==> src/rtl/cpu_pkg.sv <==
package cpu_pkg;

	localparam int word_w     = 16;
	localparam int reg_addr_w = 2;
	localparam int num_regs   = 4;

	typedef enum logic [3:0] {
		op_bne   = 4'd0,
		op_beq   = 4'd1,
		op_bgz   = 4'd2,
		op_blz   = 4'd3,
		op_adi   = 4'd4,
		op_ori   = 4'd5,
		op_lhi   = 4'd6,
		op_lwd   = 4'd7,
		op_swd   = 4'd8,
		op_jmp   = 4'd9,
		op_rtype = 4'd15
	} opcode_e;

	typedef enum logic [5:0] {
		fn_add = 6'd0,
		fn_sub = 6'd1,
		fn_and = 6'd2,
		fn_orr = 6'd3,
		fn_not = 6'd4,
		fn_tcp = 6'd5,
		fn_shl = 6'd6,
		fn_shr = 6'd7,
		fn_wwd = 6'd28,
		fn_hlt = 6'd29
	} func_e;

	// same order as func 0..7
	typedef enum logic [2:0] {
		alu_add,
		alu_sub,
		alu_and,
		alu_or,
		alu_not,
		alu_tcp,
		alu_shl,
		alu_shr
	} alu_op_e;

	// same order as the branch opcodes
	typedef enum logic [1:0] {
		br_ne,
		br_eq,
		br_gz,
		br_lz
	} br_cond_e;

	typedef enum logic [1:0] {
		fwd_reg,
		fwd_mem,
		fwd_wb
	} fwd_sel_e;

	typedef struct packed {
		logic     valid;
		logic     reg_write;
		logic     mem_read;
		logic     mem_write;
		logic     alu_src;   // operand b from the immediate
		logic     a_zero;    // operand a forced to zero, LHI
		logic     is_branch;
		logic     is_jump;
		logic     is_wwd;
		logic     is_halt;
		alu_op_e  alu_op;
		br_cond_e br_cond;
	} ctrl_t;

	typedef struct packed {
		ctrl_t                 ctrl;
		logic [word_w-1:0]     pc;
		logic [reg_addr_w-1:0] rs;
		logic [reg_addr_w-1:0] rt;
		logic [word_w-1:0]     rs_val;
		logic [word_w-1:0]     rt_val;
		logic [word_w-1:0]     imm;
		logic [reg_addr_w-1:0] dest;
	} id_ex_t;

	typedef struct packed {
		ctrl_t                 ctrl;
		logic [word_w-1:0]     alu_result;
		logic [word_w-1:0]     store_data;
		logic [word_w-1:0]     rs_val;
		logic [reg_addr_w-1:0] dest;
		logic                  taken;
		logic [word_w-1:0]     target;
	} ex_mem_t;

	typedef struct packed {
		ctrl_t                 ctrl;
		logic [word_w-1:0]     alu_result;
		logic [word_w-1:0]     load_data;
		logic [word_w-1:0]     rs_val;
		logic [reg_addr_w-1:0] dest;
	} mem_wb_t;

	typedef struct packed {
		logic              read;
		logic              write;
		logic [word_w-1:0] address;
		logic [word_w-1:0] write_data;
	} dmem_req_t;

endpackage
==> src/rtl/cpu_top.sv <==
`timescale 1ns/1ps

module cpu_top (
	input  logic                       clk,
	input  logic                       arst_n,
	output logic                       imem_read,
	output logic [cpu_pkg::word_w-1:0] imem_addr,
	input  logic [cpu_pkg::word_w-1:0] imem_data,
	output cpu_pkg::dmem_req_t         dmem_req,
	input  logic [cpu_pkg::word_w-1:0] dmem_rdata,
	output logic [cpu_pkg::word_w-1:0] num_inst,
	output logic [cpu_pkg::word_w-1:0] output_port,
	output logic                       is_halted
);
	import cpu_pkg::*;

	logic [word_w-1:0]     pc_id;
	logic [word_w-1:0]     inst_id;
	logic                  valid_id;
	logic                  stall;
	logic                  flush;
	logic [reg_addr_w-1:0] rs_idx;
	logic [reg_addr_w-1:0] rt_idx;
	logic                  rs_used;
	logic                  rt_used;
	logic [word_w-1:0]     rs_data;
	logic [word_w-1:0]     rt_data;
	id_ex_t                id_ex;
	ex_mem_t               ex_mem;
	mem_wb_t               mem_wb;
	fwd_sel_e              fwd_a;
	fwd_sel_e              fwd_b;
	logic [word_w-1:0]     mem_fwd;
	logic [word_w-1:0]     wb_fwd;
	logic                  wr_en;
	logic [reg_addr_w-1:0] wr_addr;
	logic [word_w-1:0]     wr_data;

	fetch_stage u_fetch (
		.clk(clk), .arst_n(arst_n), .stall(stall), .flush(flush),
		.redirect_pc(ex_mem.target),
		.imem_read(imem_read), .imem_addr(imem_addr), .imem_data(imem_data),
		.pc_id(pc_id), .inst_id(inst_id), .valid_id(valid_id)
	);

	decode_stage u_decode (
		.clk(clk), .arst_n(arst_n), .stall(stall), .flush(flush),
		.pc_id(pc_id), .inst_id(inst_id), .valid_id(valid_id),
		.rs(rs_idx), .rt(rt_idx), .rs_used(rs_used), .rt_used(rt_used),
		.rs_data(rs_data), .rt_data(rt_data), .id_ex(id_ex)
	);

	register_file u_regs (
		.clk(clk), .arst_n(arst_n), .rs(rs_idx), .rt(rt_idx),
		.rs_data(rs_data), .rt_data(rt_data),
		.wr_en(wr_en), .wr_addr(wr_addr), .wr_data(wr_data)
	);

	execute_stage u_execute (
		.clk(clk), .arst_n(arst_n), .flush(flush), .id_ex(id_ex),
		.fwd_a(fwd_a), .fwd_b(fwd_b), .mem_fwd(mem_fwd), .wb_fwd(wb_fwd),
		.ex_mem(ex_mem)
	);

	mem_wb_stage u_mem_wb (
		.clk(clk), .arst_n(arst_n), .ex_mem(ex_mem),
		.dmem_req(dmem_req), .dmem_rdata(dmem_rdata),
		.mem_fwd(mem_fwd), .mem_wb(mem_wb), .wb_fwd(wb_fwd),
		.wr_en(wr_en), .wr_addr(wr_addr), .wr_data(wr_data),
		.num_inst(num_inst), .output_port(output_port), .is_halted(is_halted)
	);

	hazard_ctrl u_hazard (
		.rs_id(rs_idx), .rt_id(rt_idx), .rs_used(rs_used), .rt_used(rt_used),
		.id_ex(id_ex), .ex_mem(ex_mem), .mem_wb(mem_wb),
		.stall(stall), .flush(flush), .fwd_a(fwd_a), .fwd_b(fwd_b)
	);

endmodule

==> src/rtl/mem_wb_stage.sv <==
`timescale 1ns/1ps

module mem_wb_stage (
	input  logic                           clk,
	input  logic                           arst_n,
	input  cpu_pkg::ex_mem_t               ex_mem,
	output cpu_pkg::dmem_req_t             dmem_req,
	input  logic [cpu_pkg::word_w-1:0]     dmem_rdata,
	output logic [cpu_pkg::word_w-1:0]     mem_fwd,
	output cpu_pkg::mem_wb_t               mem_wb,
	output logic [cpu_pkg::word_w-1:0]     wb_fwd,
	output logic                           wr_en,
	output logic [cpu_pkg::reg_addr_w-1:0] wr_addr,
	output logic [cpu_pkg::word_w-1:0]     wr_data,
	output logic [cpu_pkg::word_w-1:0]     num_inst,
	output logic [cpu_pkg::word_w-1:0]     output_port,
	output logic                           is_halted
);
	import cpu_pkg::*;

	ctrl_t                 ctrl_q;
	logic [word_w-1:0]     result_q;
	logic [word_w-1:0]     load_q;
	logic [word_w-1:0]     rs_val_q;
	logic [reg_addr_w-1:0] dest_q;
	logic                  halting;
	logic                  retire;

	// no memory traffic once HLT has reached WB
	assign halting = is_halted || (ctrl_q.valid && ctrl_q.is_halt);

	assign dmem_req.read       = ex_mem.ctrl.valid && ex_mem.ctrl.mem_read && !halting;
	assign dmem_req.write      = ex_mem.ctrl.valid && ex_mem.ctrl.mem_write && !halting;
	assign dmem_req.address    = ex_mem.alu_result;
	assign dmem_req.write_data = ex_mem.store_data;
	assign mem_fwd             = ex_mem.alu_result;

	always_ff @(posedge clk or negedge arst_n) begin
		if (!arst_n)
			ctrl_q <= '0;
		else
			ctrl_q <= ex_mem.ctrl;
	end

	always_ff @(posedge clk) begin
		result_q <= ex_mem.alu_result;
		load_q   <= dmem_rdata;
		rs_val_q <= ex_mem.rs_val;
		dest_q   <= ex_mem.dest;
	end

	assign mem_wb = '{ctrl: ctrl_q, alu_result: result_q, load_data: load_q,
		rs_val: rs_val_q, dest: dest_q};

	assign wb_fwd  = ctrl_q.mem_read ? load_q : result_q;
	assign retire  = ctrl_q.valid && !is_halted;
	assign wr_en   = retire && ctrl_q.reg_write;
	assign wr_addr = dest_q;
	assign wr_data = wb_fwd;

	always_ff @(posedge clk or negedge arst_n) begin
		if (!arst_n) begin
			num_inst    <= '0;
			output_port <= '0;
			is_halted   <= 1'b0;
		end else if (retire) begin
			num_inst <= num_inst + 1'b1;
			if (ctrl_q.is_wwd)
				output_port <= rs_val_q;
			if (ctrl_q.is_halt)
				is_halted <= 1'b1; // sticky until reset
		end
	end

endmodule

==> src/rtl/execute_stage.sv <==
`timescale 1ns/1ps

module execute_stage (
	input  logic                       clk,
	input  logic                       arst_n,
	input  logic                       flush,
	input  cpu_pkg::id_ex_t            id_ex,
	input  cpu_pkg::fwd_sel_e          fwd_a,
	input  cpu_pkg::fwd_sel_e          fwd_b,
	input  logic [cpu_pkg::word_w-1:0] mem_fwd,
	input  logic [cpu_pkg::word_w-1:0] wb_fwd,
	output cpu_pkg::ex_mem_t           ex_mem
);
	import cpu_pkg::*;

	logic [word_w-1:0]     op_a;
	logic [word_w-1:0]     op_b;
	logic [word_w-1:0]     alu_a;
	logic [word_w-1:0]     alu_b;
	logic [word_w-1:0]     alu_y;
	logic                  cond;
	logic                  taken_d;
	logic [word_w-1:0]     target_d;

	ctrl_t                 ctrl_q;
	logic                  taken_q;
	logic [word_w-1:0]     result_q;
	logic [word_w-1:0]     store_q;
	logic [word_w-1:0]     rs_val_q;
	logic [reg_addr_w-1:0] dest_q;
	logic [word_w-1:0]     target_q;

	always_comb begin
		case (fwd_a)
			fwd_mem: op_a = mem_fwd;
			fwd_wb:  op_a = wb_fwd;
			default: op_a = id_ex.rs_val;
		endcase
		case (fwd_b)
			fwd_mem: op_b = mem_fwd;
			fwd_wb:  op_b = wb_fwd;
			default: op_b = id_ex.rt_val;
		endcase
	end

	assign alu_a = id_ex.ctrl.a_zero ? '0 : op_a;
	assign alu_b = id_ex.ctrl.alu_src ? id_ex.imm : op_b;

	always_comb begin
		case (id_ex.ctrl.alu_op)
			alu_add: alu_y = alu_a + alu_b;
			alu_sub: alu_y = alu_a - alu_b;
			alu_and: alu_y = alu_a & alu_b;
			alu_or:  alu_y = alu_a | alu_b;
			alu_not: alu_y = ~alu_a;
			alu_tcp: alu_y = ~alu_a + 1'b1;
			alu_shl: alu_y = alu_a << 1;
			default: alu_y = $signed(alu_a) >>> 1; // arithmetic shift
		endcase
	end

	// compare on the forwarded register values, never the immediate
	always_comb begin
		case (id_ex.ctrl.br_cond)
			br_ne:   cond = (op_a != op_b);
			br_eq:   cond = (op_a == op_b);
			br_gz:   cond = ($signed(op_a) > 0);
			default: cond = $signed(op_a) < 0;
		endcase
	end

	assign target_d = id_ex.ctrl.is_jump ? id_ex.imm : id_ex.pc + 1'b1 + id_ex.imm;
	assign taken_d  = id_ex.ctrl.valid &&
		(id_ex.ctrl.is_jump || (id_ex.ctrl.is_branch && cond));

	always_ff @(posedge clk or negedge arst_n) begin
		if (!arst_n) begin
			ctrl_q  <= '0;
			taken_q <= 1'b0;
		end else if (flush) begin
			ctrl_q  <= '0;
			taken_q <= 1'b0;
		end else begin
			ctrl_q  <= id_ex.ctrl;
			taken_q <= taken_d;
		end
	end

	always_ff @(posedge clk) begin
		result_q <= alu_y;
		store_q  <= op_b;
		rs_val_q <= op_a; // for WWD
		dest_q   <= id_ex.dest;
		target_q <= target_d;
	end

	assign ex_mem = '{ctrl: ctrl_q, alu_result: result_q, store_data: store_q,
		rs_val: rs_val_q, dest: dest_q, taken: taken_q, target: target_q};

endmodule

==> src/rtl/decode_stage.sv <==
`timescale 1ns/1ps

module decode_stage (
	input  logic                           clk,
	input  logic                           arst_n,
	input  logic                           stall,
	input  logic                           flush,
	input  logic [cpu_pkg::word_w-1:0]     pc_id,
	input  logic [cpu_pkg::word_w-1:0]     inst_id,
	input  logic                           valid_id,
	output logic [cpu_pkg::reg_addr_w-1:0] rs,
	output logic [cpu_pkg::reg_addr_w-1:0] rt,
	output logic                           rs_used,
	output logic                           rt_used,
	input  logic [cpu_pkg::word_w-1:0]     rs_data,
	input  logic [cpu_pkg::word_w-1:0]     rt_data,
	output cpu_pkg::id_ex_t                id_ex
);
	import cpu_pkg::*;

	opcode_e               op;
	func_e                 fn;
	ctrl_t                 ctrl_d;
	logic [word_w-1:0]     imm_d;
	logic [reg_addr_w-1:0] dest_d;
	logic                  use_rs;
	logic                  use_rt;

	ctrl_t                 ctrl_q;
	logic [word_w-1:0]     pc_q;
	logic [reg_addr_w-1:0] rs_q;
	logic [reg_addr_w-1:0] rt_q;
	logic [word_w-1:0]     rs_val_q;
	logic [word_w-1:0]     rt_val_q;
	logic [word_w-1:0]     imm_q;
	logic [reg_addr_w-1:0] dest_q;

	assign op = opcode_e'(inst_id[15:12]);
	assign fn = func_e'(inst_id[5:0]);
	assign rs = inst_id[11:10];
	assign rt = inst_id[9:8];

	always_comb begin
		ctrl_d         = '0;
		ctrl_d.valid   = valid_id;
		ctrl_d.alu_op  = alu_add;
		ctrl_d.br_cond = br_cond_e'(inst_id[13:12]);
		imm_d          = {{8{inst_id[7]}}, inst_id[7:0]}; // sign extended by default
		dest_d         = rt;
		use_rs         = 1'b0;
		use_rt         = 1'b0;
		case (op)
			op_rtype: begin
				dest_d        = inst_id[7:6];
				use_rs        = 1'b1;
				ctrl_d.alu_op = alu_op_e'(inst_id[2:0]);
				case (fn)
					fn_add, fn_sub, fn_and, fn_orr: begin
						ctrl_d.reg_write = 1'b1;
						use_rt           = 1'b1;
					end
					fn_not, fn_tcp, fn_shl, fn_shr: ctrl_d.reg_write = 1'b1;
					fn_wwd: ctrl_d.is_wwd = 1'b1;
					fn_hlt: begin
						ctrl_d.is_halt = 1'b1;
						use_rs         = 1'b0;
					end
					default: use_rs = 1'b0; // unknown func retires as a nop
				endcase
			end
			op_adi, op_ori, op_lhi: begin
				ctrl_d.reg_write = 1'b1;
				ctrl_d.alu_src   = 1'b1;
				use_rs           = (op != op_lhi);
				if (op == op_ori) begin
					ctrl_d.alu_op = alu_or;
					imm_d         = {8'h00, inst_id[7:0]};
				end
				if (op == op_lhi) begin
					ctrl_d.a_zero = 1'b1;
					imm_d         = {inst_id[7:0], 8'h00};
				end
			end
			op_lwd, op_swd: begin
				ctrl_d.alu_src   = 1'b1;
				ctrl_d.mem_read  = (op == op_lwd);
				ctrl_d.reg_write = (op == op_lwd);
				ctrl_d.mem_write = (op == op_swd);
				use_rs           = 1'b1;
				use_rt           = (op == op_swd); // store data
			end
			op_bne, op_beq, op_bgz, op_blz: begin
				ctrl_d.is_branch = 1'b1;
				use_rs           = 1'b1;
				use_rt           = (op == op_bne || op == op_beq);
			end
			op_jmp: begin
				ctrl_d.is_jump = 1'b1;
				imm_d          = {pc_id[15:12], inst_id[11:0]}; // page of the jump
			end
			default: ;
		endcase
	end

	assign rs_used = valid_id && use_rs;
	assign rt_used = valid_id && use_rt;

	always_ff @(posedge clk or negedge arst_n) begin
		if (!arst_n)
			ctrl_q <= '0;
		else if (stall || flush)
			ctrl_q <= '0; // bubble
		else
			ctrl_q <= ctrl_d;
	end

	always_ff @(posedge clk) begin
		pc_q     <= pc_id;
		rs_q     <= rs;
		rt_q     <= rt;
		rs_val_q <= rs_data;
		rt_val_q <= rt_data;
		imm_q    <= imm_d;
		dest_q   <= dest_d;
	end

	assign id_ex = '{ctrl: ctrl_q, pc: pc_q, rs: rs_q, rt: rt_q, rs_val: rs_val_q,
		rt_val: rt_val_q, imm: imm_q, dest: dest_q};

endmodule

==> src/rtl/register_file.sv <==
`timescale 1ns/1ps

module register_file (
	input  logic                           clk,
	input  logic                           arst_n,
	input  logic [cpu_pkg::reg_addr_w-1:0] rs,
	input  logic [cpu_pkg::reg_addr_w-1:0] rt,
	output logic [cpu_pkg::word_w-1:0]     rs_data,
	output logic [cpu_pkg::word_w-1:0]     rt_data,
	input  logic                           wr_en,
	input  logic [cpu_pkg::reg_addr_w-1:0] wr_addr,
	input  logic [cpu_pkg::word_w-1:0]     wr_data
);
	import cpu_pkg::*;

	logic [word_w-1:0] regs [num_regs];

	always_ff @(posedge clk or negedge arst_n) begin
		if (!arst_n) begin
			for (int i = 0; i < num_regs; i++)
				regs[i] <= '0;
		end else if (wr_en) begin
			regs[wr_addr] <= wr_data;
		end
	end

	// write-through so WB and ID can share a cycle
	assign rs_data = (wr_en && wr_addr == rs) ? wr_data : regs[rs];
	assign rt_data = (wr_en && wr_addr == rt) ? wr_data : regs[rt];

endmodule

==> src/rtl/fetch_stage.sv <==
`timescale 1ns/1ps

module fetch_stage (
	input  logic                       clk,
	input  logic                       arst_n,
	input  logic                       stall,
	input  logic                       flush,
	input  logic [cpu_pkg::word_w-1:0] redirect_pc,
	output logic                       imem_read,
	output logic [cpu_pkg::word_w-1:0] imem_addr,
	input  logic [cpu_pkg::word_w-1:0] imem_data,
	output logic [cpu_pkg::word_w-1:0] pc_id,
	output logic [cpu_pkg::word_w-1:0] inst_id,
	output logic                       valid_id
);
	import cpu_pkg::*;

	logic [word_w-1:0] pc;

	assign imem_read = arst_n; // fetching whenever out of reset
	assign imem_addr = pc;

	always_ff @(posedge clk or negedge arst_n) begin
		if (!arst_n) begin
			pc       <= '0;
			valid_id <= 1'b0;
		end else if (flush) begin
			pc       <= redirect_pc;
			valid_id <= 1'b0;
		end else if (!stall) begin
			pc       <= pc + 1'b1;
			valid_id <= 1'b1;
		end
	end

	always_ff @(posedge clk) begin
		if (!stall) begin
			pc_id   <= pc;
			inst_id <= imem_data;
		end
	end

endmodule

==> src/rtl/hazard_ctrl.sv <==
`timescale 1ns/1ps

module hazard_ctrl (
	input  logic [cpu_pkg::reg_addr_w-1:0] rs_id,
	input  logic [cpu_pkg::reg_addr_w-1:0] rt_id,
	input  logic                           rs_used,
	input  logic                           rt_used,
	input  cpu_pkg::id_ex_t                id_ex,
	input  cpu_pkg::ex_mem_t               ex_mem,
	input  cpu_pkg::mem_wb_t               mem_wb,
	output logic                           stall,
	output logic                           flush,
	output cpu_pkg::fwd_sel_e              fwd_a,
	output cpu_pkg::fwd_sel_e              fwd_b
);
	import cpu_pkg::*;

	logic load_use;
	logic mem_wr;
	logic wb_wr;

	// newest producer wins
	function automatic fwd_sel_e pick(
		input logic [reg_addr_w-1:0] idx,
		input logic                  m_wr,
		input logic [reg_addr_w-1:0] m_dest,
		input logic                  w_wr,
		input logic [reg_addr_w-1:0] w_dest
	);
		if (m_wr && m_dest == idx)
			return fwd_mem;
		if (w_wr && w_dest == idx)
			return fwd_wb;
		return fwd_reg;
	endfunction

	assign mem_wr = ex_mem.ctrl.valid && ex_mem.ctrl.reg_write;
	assign wb_wr  = mem_wb.ctrl.valid && mem_wb.ctrl.reg_write;

	assign fwd_a = pick(id_ex.rs, mem_wr, ex_mem.dest, wb_wr, mem_wb.dest);
	assign fwd_b = pick(id_ex.rt, mem_wr, ex_mem.dest, wb_wr, mem_wb.dest);

	// load in EX, consumer in ID
	assign load_use = id_ex.ctrl.valid && id_ex.ctrl.mem_read &&
		((rs_used && rs_id == id_ex.dest) || (rt_used && rt_id == id_ex.dest));

	assign flush = ex_mem.ctrl.valid && ex_mem.taken;
	assign stall = load_use && !flush; // a redirect drops the waiting consumer anyway

endmodule

==> config.mk <==
export PLATFORM = sky130hd
export DESIGN_NAME = cpu_top
export DESIGN_NICKNAME = d
export VERILOG_FILES = /design/src/rtl/cpu_pkg.sv /design/src/rtl/cpu_top.sv /design/src/rtl/mem_wb_stage.sv /design/src/rtl/execute_stage.sv /design/src/rtl/decode_stage.sv /design/src/rtl/register_file.sv /design/src/rtl/fetch_stage.sv /design/src/rtl/hazard_ctrl.sv
export SDC_FILE = /design/constraint.sdc
export NUM_CORES = 1
export LEC_CHECK = 0
export ABC_AREA = 1
export BUFFER_PORTS_ARGS = -buffer_cell sky130_fd_sc_hd__clkbuf_2
export CAP_MARGIN = 0
export CORE_MARGIN = 5
export CORE_UTILIZATION = 36
export CTS_CLUSTER_DIAMETER = 80
export DETAILED_ROUTE_END_ITERATION = 12
export GPL_TIMING_DRIVEN = 0
export MAX_ROUTING_LAYER = met4
export PLACE_DENSITY = 0.59
export SLEW_MARGIN = 20
export SYNTH_ARGS = -nofsm -noshare
export SYNTH_HDL_FRONTEND = slang
export SYNTH_SLANG_ARGS = --single-unit
==> constraint.sdc <==
create_clock -name clk -period 4.07 [get_ports clk]
set_input_delay 0.814 -clock clk [delete_from_list [all_inputs] [get_ports clk]]
set_output_delay 0.814 -clock clk [all_outputs]
set_load 0.01 [all_outputs]
==> results of run 1 <==
## routing by layer
| metal | vias to the layer above | GRT usage |
|---|---|---|
| li1 | 7376 | - |
| met1 | 7346 | 0.313 |
| met2 | 654 | 0.327 |
| met3 | 104 | 0.0358 |
| met4 | 0 | 0.0529 |
| met5 | - | - |
## cell usage in the layout, fill, tap and decap left out, drive strengths merged, types with 9 or more instances in the layout
cell	synthesis	routed
dfxtp	186	186
nand4	42	42
nor2	200	200
inv	238	242
nand3	148	148
ha	36	36
or2	13	13
o22ai	9	9
clkbuf	56	231
a31oi	27	27
nor3	25	25
a21oi	151	151
edfxtp	32	32
nand3b	30	30
xor2	38	38
xnor2	17	17
o21ai	202	202
clkinv	2	14
buf	56	83
mux2	17	17
nand2	403	403
dfrtp	141	141
o211ai	18	18
## timing repair
action	in CTS	in global routing
setup endpoints to repair	12	9
pin swaps	3	32
gates resized for setup	32	73
setup buffers	4	23
hold endpoints to repair	0	0
## kinds of logic after synthesis
group / after synthesis / synth area share
AO/OA/AOI/OAI: 432 / 0.138
XOR/XNOR: 55 / 0.0282
adder cells (fa/ha/maj): 38 / 0.0287
buffers and inverters: 352 / 0.0888
flip-flops: 359 / 0.480
multiplexers: 17 / 0.0112
AND/OR/NAND/NOR: 865 / 0.225
## stage by stage
step                hold WS (ns)  total power, mW  setup TNS [ns]  instances  area [µm²]
floorplan                  0.310             9.41               0       2118       17100
global placement           0.313             11.4          -67.87       2842       18400
detailed placement         0.312             11.5           -4.03       2844       18500
CTS                        0.323             15.2               0       2922       20000
global route               0.326             16.6          -0.133       2945       20400
finish                     0.311             15.5               0       2945       20400
## worst max-delay path, stage by stage (launching register included)
cell and delay (ns):
dfrtp_1 0.39, nand2_4 0.07, a21oi_4 0.20, buf_4 0.15, buf_4 0.14, nand4_1 0.11
nand3_2 0.15, nand2_2 0.09, nand2_4 0.10, inv_2 0.06, ha_4 0.16, or2_2 0.29
xnor2_1 0.13, ha_1 0.35, inv_1 0.09, nor3_2 0.22, nand3_1 0.12, nand3_2 0.11
nand3_1 0.09, nand2_2 0.09, nand3_2 0.10, a21oi_2 0.14, nor2_1 0.07, nor2_1 0.13
nand3_1 0.11, nand2_1 0.08, inv_1 0.03
## layout make-up
cell class                 count  area, µm²  area share
buffer                       111        651      0.0319
clock buffer                  57       1190      0.0583
clock inverter                18        140     0.00687
inverter                     240        908      0.0446
multi-input combinational   1407       7670       0.376
sequential                   359       8220       0.403
tap                          607        759      0.0372
timing repair buffer         146        848      0.0416
## report_power, final
part           internal (mW)  switching, mW
clock                   2.12           1.50
sequential              4.89          0.831
combinational           2.28           3.91
total                   9.29           6.24
## Yosys cell counts, types with 32 or more instances
cell | instances | area share
inv_1 | 223 | 0.049
nand4_1 | 42 | 0.015
dfxtp_1 | 186 | 0.22
dfrtp_1 | 141 | 0.21
ha_1 | 36 | 0.026
nand3_1 | 140 | 0.041
edfxtp_1 | 32 | 0.056
nand2_1 | 392 | 0.086
clkbuf_1 | 56 | 0.012
o21ai_0 | 178 | 0.052
a21oi_1 | 150 | 0.044
nor2_1 | 187 | 0.041
xor2_1 | 38 | 0.019
buf_4 | 36 | 0.016
## worst paths after layout
check / to / start / slack [ns]
hold reg to reg: u_mem_wb.rs_val_q[5] / u_execute.rs_val_q[5] / 0.33
setup / recovery: u_execute.result_q[13] / u_execute.ex_mem[80] / 0.18
setup reg to reg: u_execute.result_q[13] / u_execute.ex_mem[80] / 0.18
max in group asynchronous: u_fetch.imem_addr[4] / arst_n / 2.93
hold / removal: u_mem_wb.num_inst[14] / arst_n / 0.31
min in group clk: u_mem_wb.rs_val_q[5] / u_execute.rs_val_q[5] / 0.33
==> impl_metrics.py, run 1 <==
metrics = {
    "run_status": {
        "status": "finished clean",
    },
    "global_routing": {
        "grt_pass1_wl_um": 87800,
        "overflow": 0,
        "antenna_found_initial": 2,
        "gr-usage-all-layers": 0.219,
        "grt_pass1_vias": 14831,
        "grt_start_max_net_pins": 87,
    },
    "placed_design": {
        "dpl.hpwl_um": 42800,
        "place_ws_ns": -0.696,
        "gp_congestion": 0.967,
        "port_buffers": 117,
    },
    "clock_network": {
        "cts_made_buffers": 41,
        "htree_levels": 2,
        "cts-root-buf": "clkbuf_16",
        "clockBufferDepth": 3,
        "cts.hold.buffers_added": 0,
        "clock_sinks": 359,
        "cts_tree": "built",
        "clk_latency_ns": 0.56,
        "clk_pin_slew_ns": 0.06,
    },
    "synth": {
        "postSynthCellCount": 2118,
        "ys_ff_latch": 359,
        "synth_cell_type_count": 53,
        "ys_seq_area_frac": 0.480,
        "synth_edf_count": 32,
        "async_reset_ff_frac": 0.393,
        "synth_area_um2": 17100,
        "syn-mean-instance-area_um2": 8.07,
        "syn_nets": 2190,
        "ys.flop_type": "dfxtp_1",
        "ys_warn_count": 0,
    },
    "final_layout": {
        "antenna_cells": 0,
        "regMostFlops": "u_regs.regs",
        "drive_above_1_share": 0.177,
        "fill_cells": 4701,
        "utilization": 0.436,
        "largest_register_ffs": 64,
        "area_growth_pct": 19.2,
        "nets": 2378,
    },
    "drt": {
        "wl_met1_um": 26500,
        "routed_via_density": 5.26,
        "route.met3.wl_um": 4330,
        "num_vias": 15480,
        "wirelength_um": 57200,
        "drtAntennaViolNets": 0,
        "wl_per_cell_um": 19.4,
        "route.met2.wl_um": 24900,
        "drc_errors": 0,
        "routed.top_layer": "met4",
        "dr.pass1.iters": 6,
        "drtIter0Drc": 1446,
    },
    "sta": {
        "hold_viol_final": 0,
        "worst_pin_slew_ns": 0.959,
        "slew_violations": 0,
        "period_minus_slack_ns": 3.89,
        "setup_ws_ns": 0.184,
        "relSlewSlack": 0.356,
        "fmax_ghz": 0.257,
        "skew_ns": 0.0188,
        "finalCritPeriodShare": 0.955,
        "rsz0062_at_grt": "yes",
        "finalSetupViolCount": 0,
    },
    "flow_run": {
        "max-cap-violations": 0,
    },
    "setup_path": {
        "cp.required_ns": 4.52,
        "crit_fanout": 7,
        "path_class": "reg2reg",
        "rr_worst_depth": 26,
        "end_kind": "register",
        "arrival_ns": 4.33,
        "cp-start-kind": "register",
    },
    "floorplanning": {
        "die_w_um": 228,
        "core_area_um2": 46800,
        "fp.dieH_um": 228,
        "num_io_pins": 118,
        "initial_core_util": 0.366,
        "rows": 79,
        "die_area_um2": 52000,
    },
    "power": {
        "leakagePower_nw": 9.54,
        "power_density_nw_per_um2": 762,
        "ir_drop_mv": 0.309,
    },
    "min_path": {
        "min_path_type": "in2async",
    },
}
No activity file was read; power rests on OpenSTA's default activity.
==> run 2: changes to the inputs <==
Settings changed: ABC_AREA 1 to 0.
==> impl_metrics.py, run 2 <==
metrics = {
    "run_status": {
        "status": "complete, but fails checks",
        "violations": "negative setup slack",
    },
    "global_routing": {
        "grt_start_max_net_pins": 83,
        "antenna_found_initial": 2,
        "overflow": 0,
        "grt_pass1_wl_um": 82200,
        "grt_pass1_vias": 13469,
        "gr-usage-all-layers": 0.213,
    },
    "synth": {
        "synth_cell_type_count": 82,
        "synth_area_leaders": "dfxtp_1 (22%), dfrtp_1 (21%), edfxtp_1 (5.7%), mux2_2 (4.7%), mux4_2 (4.4%)",
        "yosysTopAreaCell": "dfxtp_1",
        "synth.most_common_cell": "dfxtp_1",
        "yosys.area_share.xor_xnor": 0.0572,
        "synth_top_family_by_area": "simple AND/OR/NAND/NOR gates",
        "synthAdderAreaFrac": 0.0320,
        "ys_ff_latch": 359,
        "synth_compound_area_frac": 0.128,
        "async_reset_ff_frac": 0.393,
        "syn_nets": 1687,
        "synth_edf_count": 32,
        "postSynthCellCount": 1615,
        "syn-mean-instance-area_um2": 10.5,
        "muxShareOfSynthArea": 0.109,
        "synth_area_um2": 16900,
        "ys.flop_type": "dfxtp_1",
        "synth-simple-area-share": 0.141,
        "ys_seq_area_frac": 0.486,
        "yosysTopAreaCellShare": 0.220,
        "synth_common_cells": "dfxtp_1 (186), dfrtp_1 (141), nand2_1 (116)",
        "ys_warn_count": 0,
    },
    "drt": {
        "wl_per_cell_um": 22.1,
        "dr.pass1.iters": 5,
        "num_vias": 13886,
        "drtIter0Drc": 1339,
        "drc_errors": 0,
        "drtAntennaViolNets": 0,
        "routed_via_density": 5.61,
        "wirelength_um": 54700,
    },
    "setup_path": {
        "rrSetupSlack_ns": -0.17,
        "r2r-start": "u_mem_wb.mem_wb[64]",
        "path_class": "reg2reg",
        "end_kind": "register",
        "rr_endpoint": "u_execute.result_q[11]",
        "crit_path_start": "u_mem_wb.mem_wb[64]",
        "rr_worst_depth": 20,
        "crit_chain": "and2_4 -> buf_6 -> buf_8 -> a31oi_4 -> o31ai_4 -> nor2_1 -> a21oi_2 -> inv_2 -> ha_4 -> buf_6 -> nand4_1 -> o21ai_2 -> xnor2_1 -> ha_1 -> and3_4 -> a21oi_4 -> nand2b_1 -> a21oi_2 -> xnor2_1 -> mux4_2",
        "arrival_ns": 4.66,
        "crit_fanout": 7,
        "slowest_delay_ns": 0.48,
        "cp-start-kind": "register",
        "cp.required_ns": 4.49,
        "slowest_stage": "mux4_2",
        "endpoint": "u_execute.result_q[11]",
    },
    "sta": {
        "worst_pin_slew_ns": 1.15,
        "period_minus_slack_ns": 4.24,
        "finalCritPeriodShare": 1.04,
        "slew_violations": 0,
        "hold_viol_final": 0,
        "fmax_ghz": 0.236,
        "finalSetupViolCount": 5,
        "skew_ns": 0.0164,
        "relSlewSlack": 0.230,
        "rsz0062_at_grt": "yes",
        "setup_ws_ns": -0.172,
    },
    "final_layout": {
        "regMostFlops": "u_regs.regs",
        "area_growth_pct": 26.0,
        "nets": 1908,
        "utilization": 0.458,
        "final_cell_mix": "dfxtp_1 (180), dfrtp_1 (139), clkbuf_2 (120), nand2_1 (112), nor2_1 (102)",
        "drive_above_1_share": 0.292,
        "final_common_cell": "dfxtp_1",
        "antenna_cells": 0,
        "largest_register_ffs": 64,
        "finalInstanceArea_um2": 21300,
    },
    "floorplanning": {
        "fp.dieH_um": 227,
        "initial_core_util": 0.363,
        "die_w_um": 227,
        "rows": 79,
        "core_area_um2": 46600,
        "num_io_pins": 118,
        "die_area_um2": 51400,
    },
    "power": {
        "p_total_mw": 18.0,
        "intPower_mw": 11.0,
        "ir_drop_mv": 0.304,
        "power_switching_mw": 6.94,
        "p_sw_frac": 0.387,
        "power_density_nw_per_um2": 843,
        "p_seq_frac": 0.336,
        "leakagePower_nw": 8.72,
        "p_comb_frac": 0.455,
        "clockPowerShare": 0.209,
    },
    "placed_design": {
        "placed_area_um2": 18400,
        "gp_congestion": 0.923,
        "dpl.hpwl_um": 39900,
        "port_buffers": 117,
    },
    "clock_network": {
        "clk_pin_slew_ns": 0.06,
        "cts-root-buf": "clkbuf_16",
        "cts_made_buffers": 40,
        "cts.hold.buffers_added": 0,
        "clockBufferDepth": 3,
        "htree_levels": 2,
        "clk_latency_ns": 0.56,
        "cts_tree": "built",
        "clock_sinks": 359,
    },
    "min_path": {
        "min_path_type": "in2async",
    },
    "flow_run": {
        "max-cap-violations": 0,
    },
}
==> run 2: layer usage <==
metal  wire, µm  vias to the layer above  share of wire  global-route usage
li1           -                     6318              -                   -
met1      25200                     6945           0.46               0.300
met2      24500                      516           0.45               0.318
met3       3470                      107          0.063              0.0378
met4       1510                        0          0.027              0.0580
met5          0                        -              0                   -
==> run 2: cell families (layout without fill, tap and decap cells) <==
| group | count (synthesis) | in the layout |
|---|---|---|
| DFF | 359 | 359 |
| AOI/OAI and AO/OA | 343 | 343 |
| xor gates and xnor gates | 107 | 107 |
| buffers and inverters | 160 | 413 |
| adders and majority gates | 43 | 43 |
| muxes | 134 | 134 |
| and+or+nand+nor | 469 | 469 |
==> run 2: how the worst min path moves through the flow <==
stage,startpoint,to,slack [ns]
after floorplan,u_execute.rs_val_q[0],u_mem_wb.rs_val_q[0],0.31
after global placement,u_execute.rs_val_q[5],u_mem_wb.rs_val_q[5],0.31
after detailed placement,u_execute.rs_val_q[7],u_mem_wb.rs_val_q[7],0.31
final,arst_n,u_regs.regs[23],0.26
after CTS,arst_n,u_regs.regs[23],0.26
after global routing,arst_n,u_regs.regs[23],0.29
==> run 2: cell type report <==
type,instances,area (µm²)
plain buffers,135,807
clock buffers,53,1160
clock inverters,21,220
fillers,4269,25300
inverters,25,97.6
multi-input cells,1096,8860
flip-flops and latches,359,8220
well taps,607,759
repair buffers,179,1170
==> run 2: repair_timing <==
action	4_1_cts	5_1_grt
endpoints found under the setup margin	14	10
gates resized for setup	132	66
endpoints found under the hold margin	0	0
pin swaps	31	37
gates cloned	0	0
setup buffers	33	27
==> run 2: through the flow <==
step	setup slack (ns)	TNS, ns	hold WS [ns]	cells
6_report	-0.172	-0.549	0.256	2475
5_1_grt	-0.303	-1.13	0.287	2475
4_1_cts	-0.190	-0.584	0.264	2448
3_5_place_dp	-1.26	-10.39	0.313	2341
2_1_floorplan	0.000697	0	0.310	1615
3_3_place_gp	-1.52	-76.65	0.313	2339
==> run 2: power by group through the flow <==
stage                     Clock, mW  Sequential (mW)  Combinational, mW
final                          3.76             6.03               8.17
after detailed placement          0             6.04               6.79
after floorplan                   0             5.64               4.83
after CTS                      3.84             6.00               7.63
after global placement            0             6.00               6.72
after global routing           3.98             6.16               8.78
==> run 2: worst max-delay path, delay by kind of cell, from the launching register on <==
family                   cells  cell delay (ns)
flip-flops                   1             0.45
adder cells (fa/ha/maj)      2             0.55
buffers and inverters        4             0.44
XOR/XNOR                     2             0.26
multiplexers                 1             0.48
AO/OA/AOI/OAI                6             1.17
AND/OR/NAND/NOR              5             0.76
